==> src/include/dino_runner_params.svh <==
/*
 * screen, floor and sprite geometry of the runner game
 * jump physics and obstacle speed constants
 */
`ifndef DINO_RUNNER_PARAMS_SVH
`define DINO_RUNNER_PARAMS_SVH

// playfield
`define SCREEN_WIDTH        640     // right edge, cactus respawn reference
`define FLOOR_HEIGHT        400     // y of the ground line, grows downward

// player sprite, sizes are half extents around the centre
`define DINO_X              80      // fixed horizontal centre
`define DINO_WIDTH          16      // half width
`define DINO_HEIGHT         20      // half height standing
`define DINO_DUCK_HEIGHT    10      // half height ducking

// jump physics, per animation frame
`define DINO_JUMP_STRENGTH  16      // initial upward speed
`define DINO_GRAVITY        1       // speed gained each frame

// obstacle
`define CACTUS_WIDTH        8       // half width
`define CACTUS_HEIGHT       16      // half height
`define CACTUS_SPEED        4       // pixels left per frame

// coordinate bus width, 0..4095
`define COORD_BITS          12

`endif

==> src/logic/game_ctrl_pkg.sv <==
/*
 * player button struct
 * game state enum and status struct
 */
package game_ctrl_pkg;

    // raw button levels
    typedef struct packed {
        logic jump;                    // jump / restart
        logic duck;                    // crouch while on floor
    } buttons_t;

    // overall game FSM
    typedef enum logic {
        GAME_RUN  = 1'b0,              // frames advance, score counts
        GAME_OVER = 1'b1               // frozen until jump
    } game_state_t;

    // what the outside world sees
    typedef struct packed {
        logic        game_over;        // collision happened
        logic [15:0] score;            // frames survived
    } status_t;

endpackage

==> src/logic/sprite_pkg.sv <==
/*
 * sprite bounding box struct
 * dinosaur motion states
 */
`include "dino_runner_params.svh"

package sprite_pkg;

    // edges of one sprite in screen pixels
    typedef struct packed {
        logic [`COORD_BITS-1:0] x1;    // left
        logic [`COORD_BITS-1:0] x2;    // right
        logic [`COORD_BITS-1:0] y1;    // top
        logic [`COORD_BITS-1:0] y2;    // bottom
    } box_t;

    // player motion
    typedef enum logic [1:0] {
        DINO_RUN  = 2'd0,              // on floor, full height
        DINO_JUMP = 2'd1,              // airborne, ballistic
        DINO_DUCK = 2'd2               // on floor, short height
    } dino_state_t;

endpackage

==> src/logic/cactus_scroller.sv <==
/*
 * obstacle sprite scrolling left with respawn at the right edge
 */
`include "dino_runner_params.svh"

module cactus_scroller (
    input  logic             i_clk,
    input  logic             i_rst,                // sync, active high
    input  logic             i_restart,            // pulse from game FSM
    input  logic             i_step,               // one frame advance
    output sprite_pkg::box_t o_box                 // current edges
);

    localparam int CW = `COORD_BITS;

    typedef logic        [CW-1:0] coord_t;         // screen coordinate
    typedef logic signed [CW:0]   scoord_t;        // may go left of zero

    localparam scoord_t START_X = scoord_t'(`SCREEN_WIDTH);                 // reset centre
    localparam scoord_t WRAP_X  = scoord_t'(`SCREEN_WIDTH + `CACTUS_WIDTH); // respawn centre
    localparam scoord_t HALF_W  = scoord_t'(`CACTUS_WIDTH);
    localparam scoord_t SPEED   = scoord_t'(`CACTUS_SPEED);

    scoord_t x;                                    // centre x
    scoord_t x_next;                               // centre after this frame
    scoord_t right_next;                           // right edge after this frame
    logic    wrap;                                 // fully off the left side

    assign x_next     = x - SPEED;
    assign right_next = x_next + HALF_W;
    assign wrap       = right_next[CW];            // sign bit, edge below zero

    always_ff @(posedge i_clk) begin
        if (i_rst || i_restart) begin
            x <= START_X;                          // sits at right edge
        end else if (i_step) begin
            x <= wrap ? WRAP_X : x_next;           // fixed respawn spot
        end
    end

    // edges truncate to the coordinate width; off-screen values are harmless
    assign o_box.x1 = coord_t'(x - HALF_W);
    assign o_box.x2 = coord_t'(x + HALF_W);
    assign o_box.y1 = coord_t'(`FLOOR_HEIGHT - 2 * `CACTUS_HEIGHT); // top
    assign o_box.y2 = coord_t'(`FLOOR_HEIGHT);     // stands on floor

endmodule

==> src/logic/collision_score.sv <==
/*
 * bounding box overlap test
 * run/over FSM, restart pulse and frame score
 */
module collision_score (
    input  logic                   i_clk,
    input  logic                   i_rst,          // sync, active high
    input  logic                   i_ani_stb,      // one cycle per frame
    input  logic                   i_animate,      // level, pauses game
    input  logic                   i_jump,         // restarts when over
    input  sprite_pkg::box_t       i_dino,         // player edges
    input  sprite_pkg::box_t       i_cactus,       // obstacle edges
    output logic                   o_frame_en,     // sprites may move
    output logic                   o_restart,      // one cycle, to sprites
    output game_ctrl_pkg::status_t o_status        // over flag and score
);

    game_ctrl_pkg::game_state_t state;             // run / over
    logic [15:0]                score;             // frames survived
    logic                       strobe;            // frame accepted
    logic                       hit;               // boxes overlap

    assign strobe = i_ani_stb && i_animate;        // paused frames do nothing

    // strict compares, touching edges do not count
    assign hit = (i_dino.x1   < i_cactus.x2) &&
                 (i_cactus.x1 < i_dino.x2)   &&
                 (i_dino.y1   < i_cactus.y2) &&
                 (i_cactus.y1 < i_dino.y2);

    assign o_frame_en = (state == game_ctrl_pkg::GAME_RUN);
    assign o_restart  = (state == game_ctrl_pkg::GAME_OVER) && strobe && i_jump;

    always_ff @(posedge i_clk) begin
        if (i_rst) begin
            state <= game_ctrl_pkg::GAME_RUN;
            score <= '0;
        end else begin
            case (state)
                game_ctrl_pkg::GAME_RUN: begin
                    if (strobe) begin
                        if (hit) begin
                            state <= game_ctrl_pkg::GAME_OVER; // score freezes here
                        end else begin
                            score <= score + 16'd1;
                        end
                    end
                end
                game_ctrl_pkg::GAME_OVER: begin
                    if (o_restart) begin   // sprites reload on same edge
                        state <= game_ctrl_pkg::GAME_RUN;
                        score <= '0;
                    end
                end
                default: begin
                    state <= game_ctrl_pkg::GAME_RUN;
                end
            endcase
        end
    end

    assign o_status.game_over = (state == game_ctrl_pkg::GAME_OVER);
    assign o_status.score     = score;

endmodule

==> src/logic/dino_runner_top.sv <==
/*
 * runner game core, player, obstacle and collision/score blocks
 */
module dino_runner_top (
    input  logic                    i_clk,
    input  logic                    i_rst,         // sync, active high
    input  logic                    i_ani_stb,     // frame pulse
    input  logic                    i_animate,     // pause when low
    input  game_ctrl_pkg::buttons_t i_buttons,     // raw jump / duck
    output sprite_pkg::box_t        o_dino_box,
    output sprite_pkg::box_t        o_cactus_box,
    output game_ctrl_pkg::status_t  o_status
);

    logic             frame_en;                    // high while running
    logic             restart;                     // reload both sprites
    logic             step;                        // enabled frame
    sprite_pkg::box_t dino_box;
    sprite_pkg::box_t cactus_box;

    assign step = i_ani_stb && i_animate && frame_en; // sprites never see game state

    dinosaur dino0 (
        .i_clk     (i_clk),
        .i_rst     (i_rst),
        .i_restart (restart),
        .i_step    (step),
        .i_buttons (i_buttons),
        .o_box     (dino_box)
    );

    cactus_scroller cactus0 (
        .i_clk     (i_clk),
        .i_rst     (i_rst),
        .i_restart (restart),
        .i_step    (step),
        .o_box     (cactus_box)
    );

    collision_score coll0 (
        .i_clk      (i_clk),
        .i_rst      (i_rst),
        .i_ani_stb  (i_ani_stb),
        .i_animate  (i_animate),
        .i_jump     (i_buttons.jump),
        .i_dino     (dino_box),
        .i_cactus   (cactus_box),
        .o_frame_en (frame_en),
        .o_restart  (restart),
        .o_status   (o_status)
    );

    assign o_dino_box   = dino_box;
    assign o_cactus_box = cactus_box;

endmodule

==> src/logic/dinosaur.sv <==
/*
 * player sprite with jump, gravity and duck model
 */
`include "dino_runner_params.svh"

module dinosaur (
    input  logic                    i_clk,
    input  logic                    i_rst,         // sync, active high
    input  logic                    i_restart,     // pulse from game FSM
    input  logic                    i_step,        // one frame advance
    input  game_ctrl_pkg::buttons_t i_buttons,     // jump / duck levels
    output sprite_pkg::box_t        o_box          // current edges
);

    localparam int CW = `COORD_BITS;

    typedef logic        [CW-1:0] coord_t;         // screen coordinate
    typedef logic signed [CW:0]   scoord_t;        // extra bit for signed math

    localparam scoord_t RUN_Y  = scoord_t'(`FLOOR_HEIGHT - `DINO_HEIGHT);      // standing centre
    localparam scoord_t DUCK_Y = scoord_t'(`FLOOR_HEIGHT - `DINO_DUCK_HEIGHT); // ducked centre
    localparam scoord_t JUMP_V = scoord_t'(`DINO_JUMP_STRENGTH);
    localparam scoord_t GRAV   = scoord_t'(`DINO_GRAVITY);
    localparam scoord_t FULL_H = scoord_t'(`DINO_HEIGHT);
    localparam scoord_t DUCK_H = scoord_t'(`DINO_DUCK_HEIGHT);

    sprite_pkg::dino_state_t state;                // motion state
    scoord_t                 y;                    // centre y
    scoord_t                 y_vel;                // negative is upward
    scoord_t                 y_fall;               // candidate centre in flight
    scoord_t                 half_h;               // half height for this state
    logic                    landing;              // next flight step reaches floor

    assign y_fall  = y + y_vel;                    // move by current speed
    assign landing = (y_fall >= RUN_Y);            // would sink into floor
    assign half_h  = (state == sprite_pkg::DINO_DUCK) ? DUCK_H : FULL_H;

    always_ff @(posedge i_clk) begin
        if (i_rst || i_restart) begin
            state <= sprite_pkg::DINO_RUN;         // back on the floor
            y     <= RUN_Y;
            y_vel <= '0;
        end else if (i_step) begin
            case (state)
                sprite_pkg::DINO_RUN: begin
                    if (i_buttons.jump) begin      // jump wins over duck
                        state <= sprite_pkg::DINO_JUMP;
                        y_vel <= -JUMP_V;
                        y     <= RUN_Y - JUMP_V;   // first rise right away
                    end else if (i_buttons.duck) begin
                        state <= sprite_pkg::DINO_DUCK;
                        y     <= DUCK_Y;           // keep bottom on floor
                    end
                end
                sprite_pkg::DINO_JUMP: begin       // buttons ignored mid-air
                    if (landing) begin
                        state <= sprite_pkg::DINO_RUN;
                        y     <= RUN_Y;            // clamp to floor
                        y_vel <= '0;
                    end else begin
                        y     <= y_fall;
                        y_vel <= y_vel + GRAV;     // gravity pulls down
                    end
                end
                sprite_pkg::DINO_DUCK: begin
                    if (!i_buttons.duck) begin     // stand back up
                        state <= sprite_pkg::DINO_RUN;
                        y     <= RUN_Y;
                    end
                end
                default: begin
                    state <= sprite_pkg::DINO_RUN; // illegal code recovery
                    y     <= RUN_Y;
                    y_vel <= '0;
                end
            endcase
        end
    end

    // horizontal position is fixed, vertical follows the centre
    assign o_box.x1 = coord_t'(`DINO_X - `DINO_WIDTH);
    assign o_box.x2 = coord_t'(`DINO_X + `DINO_WIDTH);
    assign o_box.y1 = coord_t'(y - half_h);        // top
    assign o_box.y2 = coord_t'(y + half_h);        // bottom

endmodule

==> config.mk <==
export PLATFORM = sky130hd
export DESIGN_NAME = dino_runner_top
export DESIGN_NICKNAME = d
export VERILOG_FILES = /design/src/logic/game_ctrl_pkg.sv /design/src/logic/sprite_pkg.sv /design/src/logic/cactus_scroller.sv /design/src/logic/collision_score.sv /design/src/logic/dino_runner_top.sv /design/src/logic/dinosaur.sv
export VERILOG_INCLUDE_DIRS = /design/src /design/src/include
export SDC_FILE = /design/constraint.sdc
export NUM_CORES = 1
export LEC_CHECK = 0
export ABC_AREA = 1
export BUFFER_PORTS_ARGS = -buffer_cell sky130_fd_sc_hd__clkbuf_2
export CORE_UTILIZATION = 39
export DETAILED_ROUTE_END_ITERATION = 16
export SYNTH_ARGS = -nofsm -noshare
export SYNTH_HDL_FRONTEND = slang
export SYNTH_SLANG_ARGS = --single-unit
==> constraint.sdc <==
create_clock -name i_clk -period 3.1 [get_ports i_clk]
set_input_delay 0.155 -clock i_clk [delete_from_list [all_inputs] [get_ports i_clk]]
set_output_delay 0.155 -clock i_clk [all_outputs]
set_load 0.005 [all_outputs]
Word level (Yosys, flattened, before mapping)
Cells that the tools add are included.
- flip-flop bits (word level): 58
- input bits: 6
- output and inout bits: 113
- logic and storage cells: 67
- add/subtract/negate cells: 9
- order comparisons: 5
- equal/unequal tests: 9
- multiplexer cells: 23
- bitwise operators: 2
- reductions and logical operators: 13
- operator list (operator ; count):
    $mux W13 ; 7
    $pmux W13 S3 ; 2
    $mux W16 ; 3
    $pmux W16 S2 ; 1
    $add A16 B1 Y16 const B ; 1
    $add A13 B13 Y13 ; 1
    $add A13 B2 Y13 const B ; 1
    $add A13 B5 Y13 const B ; 1
    $ge A13 B10 Y1 const B ; 1
    $sub A13 B4 Y13 const B ; 1
    $add A12 B12 Y12 ; 1
    $add A12 B5 Y12 const B ; 1
    $lt A12 B7 Y1 const B ; 1
    $lt A12 B9 Y1 const B ; 1
    $lt A7 B12 Y1 const A ; 1
    $lt A9 B12 Y1 const A ; 1
    $sub A12 B12 Y12 ; 1
    $sub A12 B5 Y12 const B ; 1
    $reduce_and A3 Y1 ; 3
    $mux W2 ; 4
    $ne A2 B2 Y1 const B ; 4
    $logic_and A1 B1 Y1 ; 7
    $pmux W2 S3 ; 1
    $mux W5 ; 1
    10 further kinds ; 14

Logic depth before layout (Yosys ltp)
- depth after elaboration: 9
- gate-level depth with buffers: 21
- mapped depth without buffers: 21

By module
Synthesis repeated with hierarchy kept, for this count alone.
- cells, all modules: 1023
- area, all modules: 6590.1 um^2
- by module, submodules not included (module ; times used ; cells each ; area each (um^2) ; sequential area each (um^2)):
    dinosaur ; 1 ; 454 ; 2986.6 ; 560.5
    collision_score ; 1 ; 385 ; 2372.3 ; 340.3
    cactus_scroller ; 1 ; 181 ; 1217.4 ; 220.2
    dino_runner_top ; 1 ; 3 ; 13.8 ; 0.0

Worst setup path before layout
No wires, ideal clock.
- path type: flip-flop to flip-flop
- start point: register dino0.state[1]
- end point: register coll0.score[10]
- library setup time: 0.142 ns
- arrival: 2.702 ns
- data required time: 2.958 ns
- path slack: 0.256 ns
- cell stages (with the launch flop): 21
- path buffers: 1
- clock period less this slack: 2.844 ns
- path through: dfxtp_1 -> inv_1 -> nor2_1 -> inv_1 -> ha_1 -> inv_2 -> nand2_2 -> nand2_2 -> nor2_4 -> nand3_1 -> nand2_1 -> nand2_2 -> nor2_2 -> nand3_2 -> nor2_2 -> nand3_2 -> nand2_4 -> nand2_4 -> buf_12 -> nand2_2 -> a21oi_2
- RTL lines (item ; RTL line ; text):
    start, declared ; dinosaur.sv:27 ; sprite_pkg::dino_state_t state;
    start signal, assigned ; dinosaur.sv:40 ; state <= sprite_pkg::DINO_RUN;
    start signal, assigned ; dinosaur.sv:47 ; state <= sprite_pkg::DINO_JUMP;
    start signal, assigned ; dinosaur.sv:51 ; state <= sprite_pkg::DINO_DUCK;
    end signal, assigned ; collision_score.sv:45 ; score <= score + 16'd1;
    end, declared ; collision_score.sv:19 ; logic [15:0] score;

Worst setup path after layout
- start point: register dino0.state[1]
- end point: register coll0.score[12]
- word-level cells in the longest chain between the ends: 8
- elaborated cells between the ends (all ways): 10
- those cells by class: add/sub: 2; order compare: 2; eq/ne: 2; mux: 1; reduce/logical: 3
- ends and longest elaborated chain (item ; RTL line ; text):
    $eq A2 B2 Y1 * ; dinosaur.sv:36 ; assign half_h = (state == sprite_pkg::DINO_DUCK) ? DUCK_H : FULL_H;
    $mux W5 * ; dinosaur.sv:36 ;
    $sub A12 B12 Y12 ; dinosaur.sv:83 ; assign o_box.y1 = coord_t'(y - half_h);
    $lt A12 B9 Y1 ; collision_score.sv:28 ; (i_dino.y1 < i_cactus.y2) &&
    $logic_and A1 B1 Y1 ; collision_score.sv:27 ; (i_cactus.x1 < i_dino.x2) &&
    $logic_and A1 B1 Y1 * ; collision_score.sv:28 ;
    $ne A2 B2 Y1 (no source line) * ; - ;
    $reduce_and A3 Y1 (no source line) * ; - ;
Every way passes the cells marked *; elsewhere a longest branch is shown, timed or not.
A chain may end at the register's enable or synchronous reset.

==> run summary <==
status: finished, final reports clean
Crit. End Element: flip-flop
endpoints failing hold: 0
Clock Sinks: 56
clk slew on worst S/H paths: 0.08 ns
met2 Use GR: 0.293
post-route setup TNS: 0 ns
Final setup violation count: 0
core area: 13500 sq um
post-synth cell types: 43
kind of critical path: reg2reg
number of flops mapped to enable cells by yosys: 0
DR WL/cell: 12.0 um
via count: 5031
drt drc: 0
GRT overflow: 0
Adder-Cell Fraction of Synth Area: 0.0777
main combinational cell family by area after synthesis: simple AND/OR/NAND/NOR gates
leak pwr: 0.00275 uW
H-Tree Depth: 2
mux cell area share after synthesis: 0
NumNets Final: 936
Die W: 120 um
RSZ-0062 raised after global routing: false
Post-synth top flop: dfxtp_1
Initial Util: 0.405
Compound-Gate Fraction of Synth Area: 0.0896
switching power: 761 uW
layout cells sized above 1: 0.187
Buf+Inv Stages, Crit Path: 5
Top Usage Layer GRT: met2
row cnt: 42
Design Power: 2060 uW
met3 GRT Util: 0.0228
max_cap viols: 0
Final Skew: 0.00564 ns
area delta synth->final: 8.64%
sequential share of the synthesized area: 0.206
Setup WS pre-CTS: 0.135 ns
# diodes: 0
WL final: 12900 um
final cycle utilization of the critical path: 0.926
initial antenna violation count: 0
CP top delay family: simple AND/OR/NAND/NOR gates
post-DP HPWL: 9980 um
CTS tree: yes
Post-Synth XOR/XNOR Area: 0.0818
worst stage delay on the critical path: 0.40 ns
Critical Path Slowest Stage Cell: fa_1
GPL Wtd Cong: 0.812
startpoint types: flip-flop
Hold-fix buffers, CTS: 0
Syn Std Cell Area: 5440 sq um
vias in the first global route: 4481
async set or reset register ratio after synthesis: 0
Final WS setup: 0.229 ns
clock root buffer: clkbuf_16
post-route ant nets: 0
max-slew violations: 0
largest net degree at the start of global routing: 28
Slew @ Worst Pin: 0.940 ns
Iter 0 DRT Violations: 263
Power Density: 348 nW/um^2
first-pass GRT wire length: 21200 um
Reg power frac: 0.388
CTS buffer count: 5
Syn Area/Cell: 6.46 sq um
# port buffers: 66
Mapped Cells: 843
Cell Int Power: 1290 uW
CP cell instances: inv_1 > nor2_1 > buf_6 > ha_1 > inv_1 > fa_1 > inv_1 > nor2_2 > nor2_4 > nand2_1 > nand2_1 > nand2_2 > nor2_2 > nand3_2 > nor2_2 > nand3_4 > nand2_8 > buf_6 > o21ai_0 > a21oi_2
Hold WC Path Type: in2reg
Clock power frac: 0.295
Synth warnings: 0
Simple-Gate Fraction of Synth Area: 0.363
boundary pin count: 119
# fillers: 1481
Net Sw Frac: 0.370
Combinational Power Share: 0.317
total iterations of the first detailed-routing run: 4
Die Y-Extent: 120 um
Skew-Pair Late Insertion Delay: 0.31 ns
die area: 14400 sq um
relative slew slack: 0.371
post-synthesis register bit count: 56
worst path required time: 3.35 ns
Crit path arrival time: 3.12 ns
Avg Vias per Cell: 4.68
maximum VDD drop: 218 uV
utilization after layout: 0.440
achievable frequency: 348 MHz
Critical Path Fanout Max: 9
GR Layer Usage met1: 0.250
Final min period: 2.87 ns
clk buf depth: 2
GRT Total Usage: 0.179
[synth_stat cells, types with 2 or more instances]
cell | instances | area (sq um)
nand2_1 | 218 | 818
inv_1 | 89 | 334
nor2_1 | 77 | 289
nand3_1 | 69 | 345
buf_4 | 60 | 450
dfxtp_1 | 56 | 1120
a21oi_1 | 45 | 225
xor2_1 | 40 | 350
ha_1 | 29 | 363
nand2_2 | 19 | 119
o21ai_0 | 16 | 80.1
nand3_2 | 13 | 130
a21oi_2 | 12 | 105
nor2_2 | 11 | 68.8
clkbuf_1 | 10 | 37.5
nand4_1 | 10 | 62.6
nor3_1 | 10 | 50.1
xnor2_1 | 9 | 78.8
inv_2 | 7 | 26.3
buf_2 | 4 | 20.0
buf_6 | 4 | 45.0
fa_1 | 3 | 60.1
o21ai_1 | 3 | 15.0
buf_12 | 2 | 40.0
clkinv_1 | 2 | 7.51
conb_1 | 2 | 7.51
nand2_4 | 2 | 22.5
nand3b_1 | 2 | 15.0
nor2_4 | 2 | 22.5
nor3_2 | 2 | 20.0
o211ai_1 | 2 | 15.0
o21a_1 | 2 | 15.0
[per-layer routing]
| layer | vias up | share of wire |
|---|---|---|
| met2 | 107 | 0.45 |
| met4 | 0 | 0.0092 |
| li1 | 2660 | - |
| met3 | 7 | 0.038 |
| met1 | 2257 | 0.51 |
| met5 | - | 0 |
[power by group through the flow]
stage          combinational [uW]  clock (uW)  sequential, uW
4_1_cts                       634         623             796
2_1_floorplan                 532           0             791
5_1_grt                       749         647             803
3_5_place_dp                  631           0             813
3_3_place_gp                  632           0             812
6_report                      652         606             798
[kinds of logic after synthesis]
logic type | after synthesis
xor gates and xnor gates | 50
DFF | 56
adders and majority gates | 32
AOI/OAI and AO/OA | 84
and+or+nand+nor | 437
buffers and inverters | 182
other | 2
[worst min-delay path, delay by kind of cell]
| family | cells | cell delay [ns] |
|---|---|---|
| AO/OA/AOI/OAI | 1 | 0.06 |
| AND/OR/NAND/NOR | 2 | 0.14 |
| buffers and inverters | 1 | 0.10 |
[cell type report]
type,instances,area [sq um],area share
inverters,100,385,0.0652
well taps,176,220,0.0372
flip-flops and latches,56,1120,0.190
repair buffers,79,435,0.0736
clock inverters,3,27.5,0.00465
multi-input cells,656,3600,0.608
clock buffers,5,125,0.0212
[sequential cells by signal, summed over array words and instances (netlist names)]
signal       flops
dino0.y_vel     13
dino0.y         13
coll0.state      1
coll0.score     16
dino0.state      2
cactus0.x       11
[path summary, 6_finish.rpt]
path | slack (ns) | end | cells past startpoint | start
worst max register to register | 0.23 | coll0.score[12]$_SDFFE_PP0P_ | 20 | dino0.state[1]$_SDFFE_PP0P_
worst min register to register | 0.48 | cactus0.x[12]$_SDFFE_PP0P_ | 2 | cactus0.x[12]$_SDFFE_PP0P_
worst min-delay path | 0.19 | dino0.state[1]$_SDFFE_PP0P_ | 4 | i_buttons[1]
worst max-delay path | 0.23 | coll0.score[12]$_SDFFE_PP0P_ | 20 | dino0.state[1]$_SDFFE_PP0P_
[what timing repair did]
item,CTS,global route
setup endpoints to repair,0,16
endpoints found under the hold margin,0,0
buffers inserted,0,4
gates resized for setup,0,14
[layout by cell type (no fill, tap or decap), types with 4 or more instances in the layout]
cell type / synthesis / routed
nand2_1: 218 / 217
inv_1: 89 / 88
nor2_1: 77 / 77
nand3_1: 69 / 69
clkbuf_2: 1 / 66
dfxtp_1: 56 / 55
conb_1: 2 / 52
a21oi_1: 45 / 45
xor2_1: 40 / 39
ha_1: 29 / 26
nand2_2: 19 / 21
o21ai_0: 16 / 15
nand3_2: 13 / 12
a21oi_2: 12 / 12
nor2_2: 11 / 11
buf_4: 60 / 11
nor3_1: 10 / 10
nand4_1: 10 / 10
xnor2_1: 9 / 9
inv_2: 7 / 7
clkbuf_16: 0 / 5
o21ai_1: 3 / 4
[stage by stage]
stage | cells | hold slack [ns] | instance area (sq um)
after global routing | 1075 | 0.203 | 5910
after floorplan | 893 | 0.217 | 5630
after detailed placement | 1062 | 0.473 | 5650
final | 1075 | 0.194 | 5910
after CTS | 1070 | 0.206 | 5800
after global placement | 1062 | 0.466 | 5650
No activity file was read; power rests on OpenSTA's default activity.
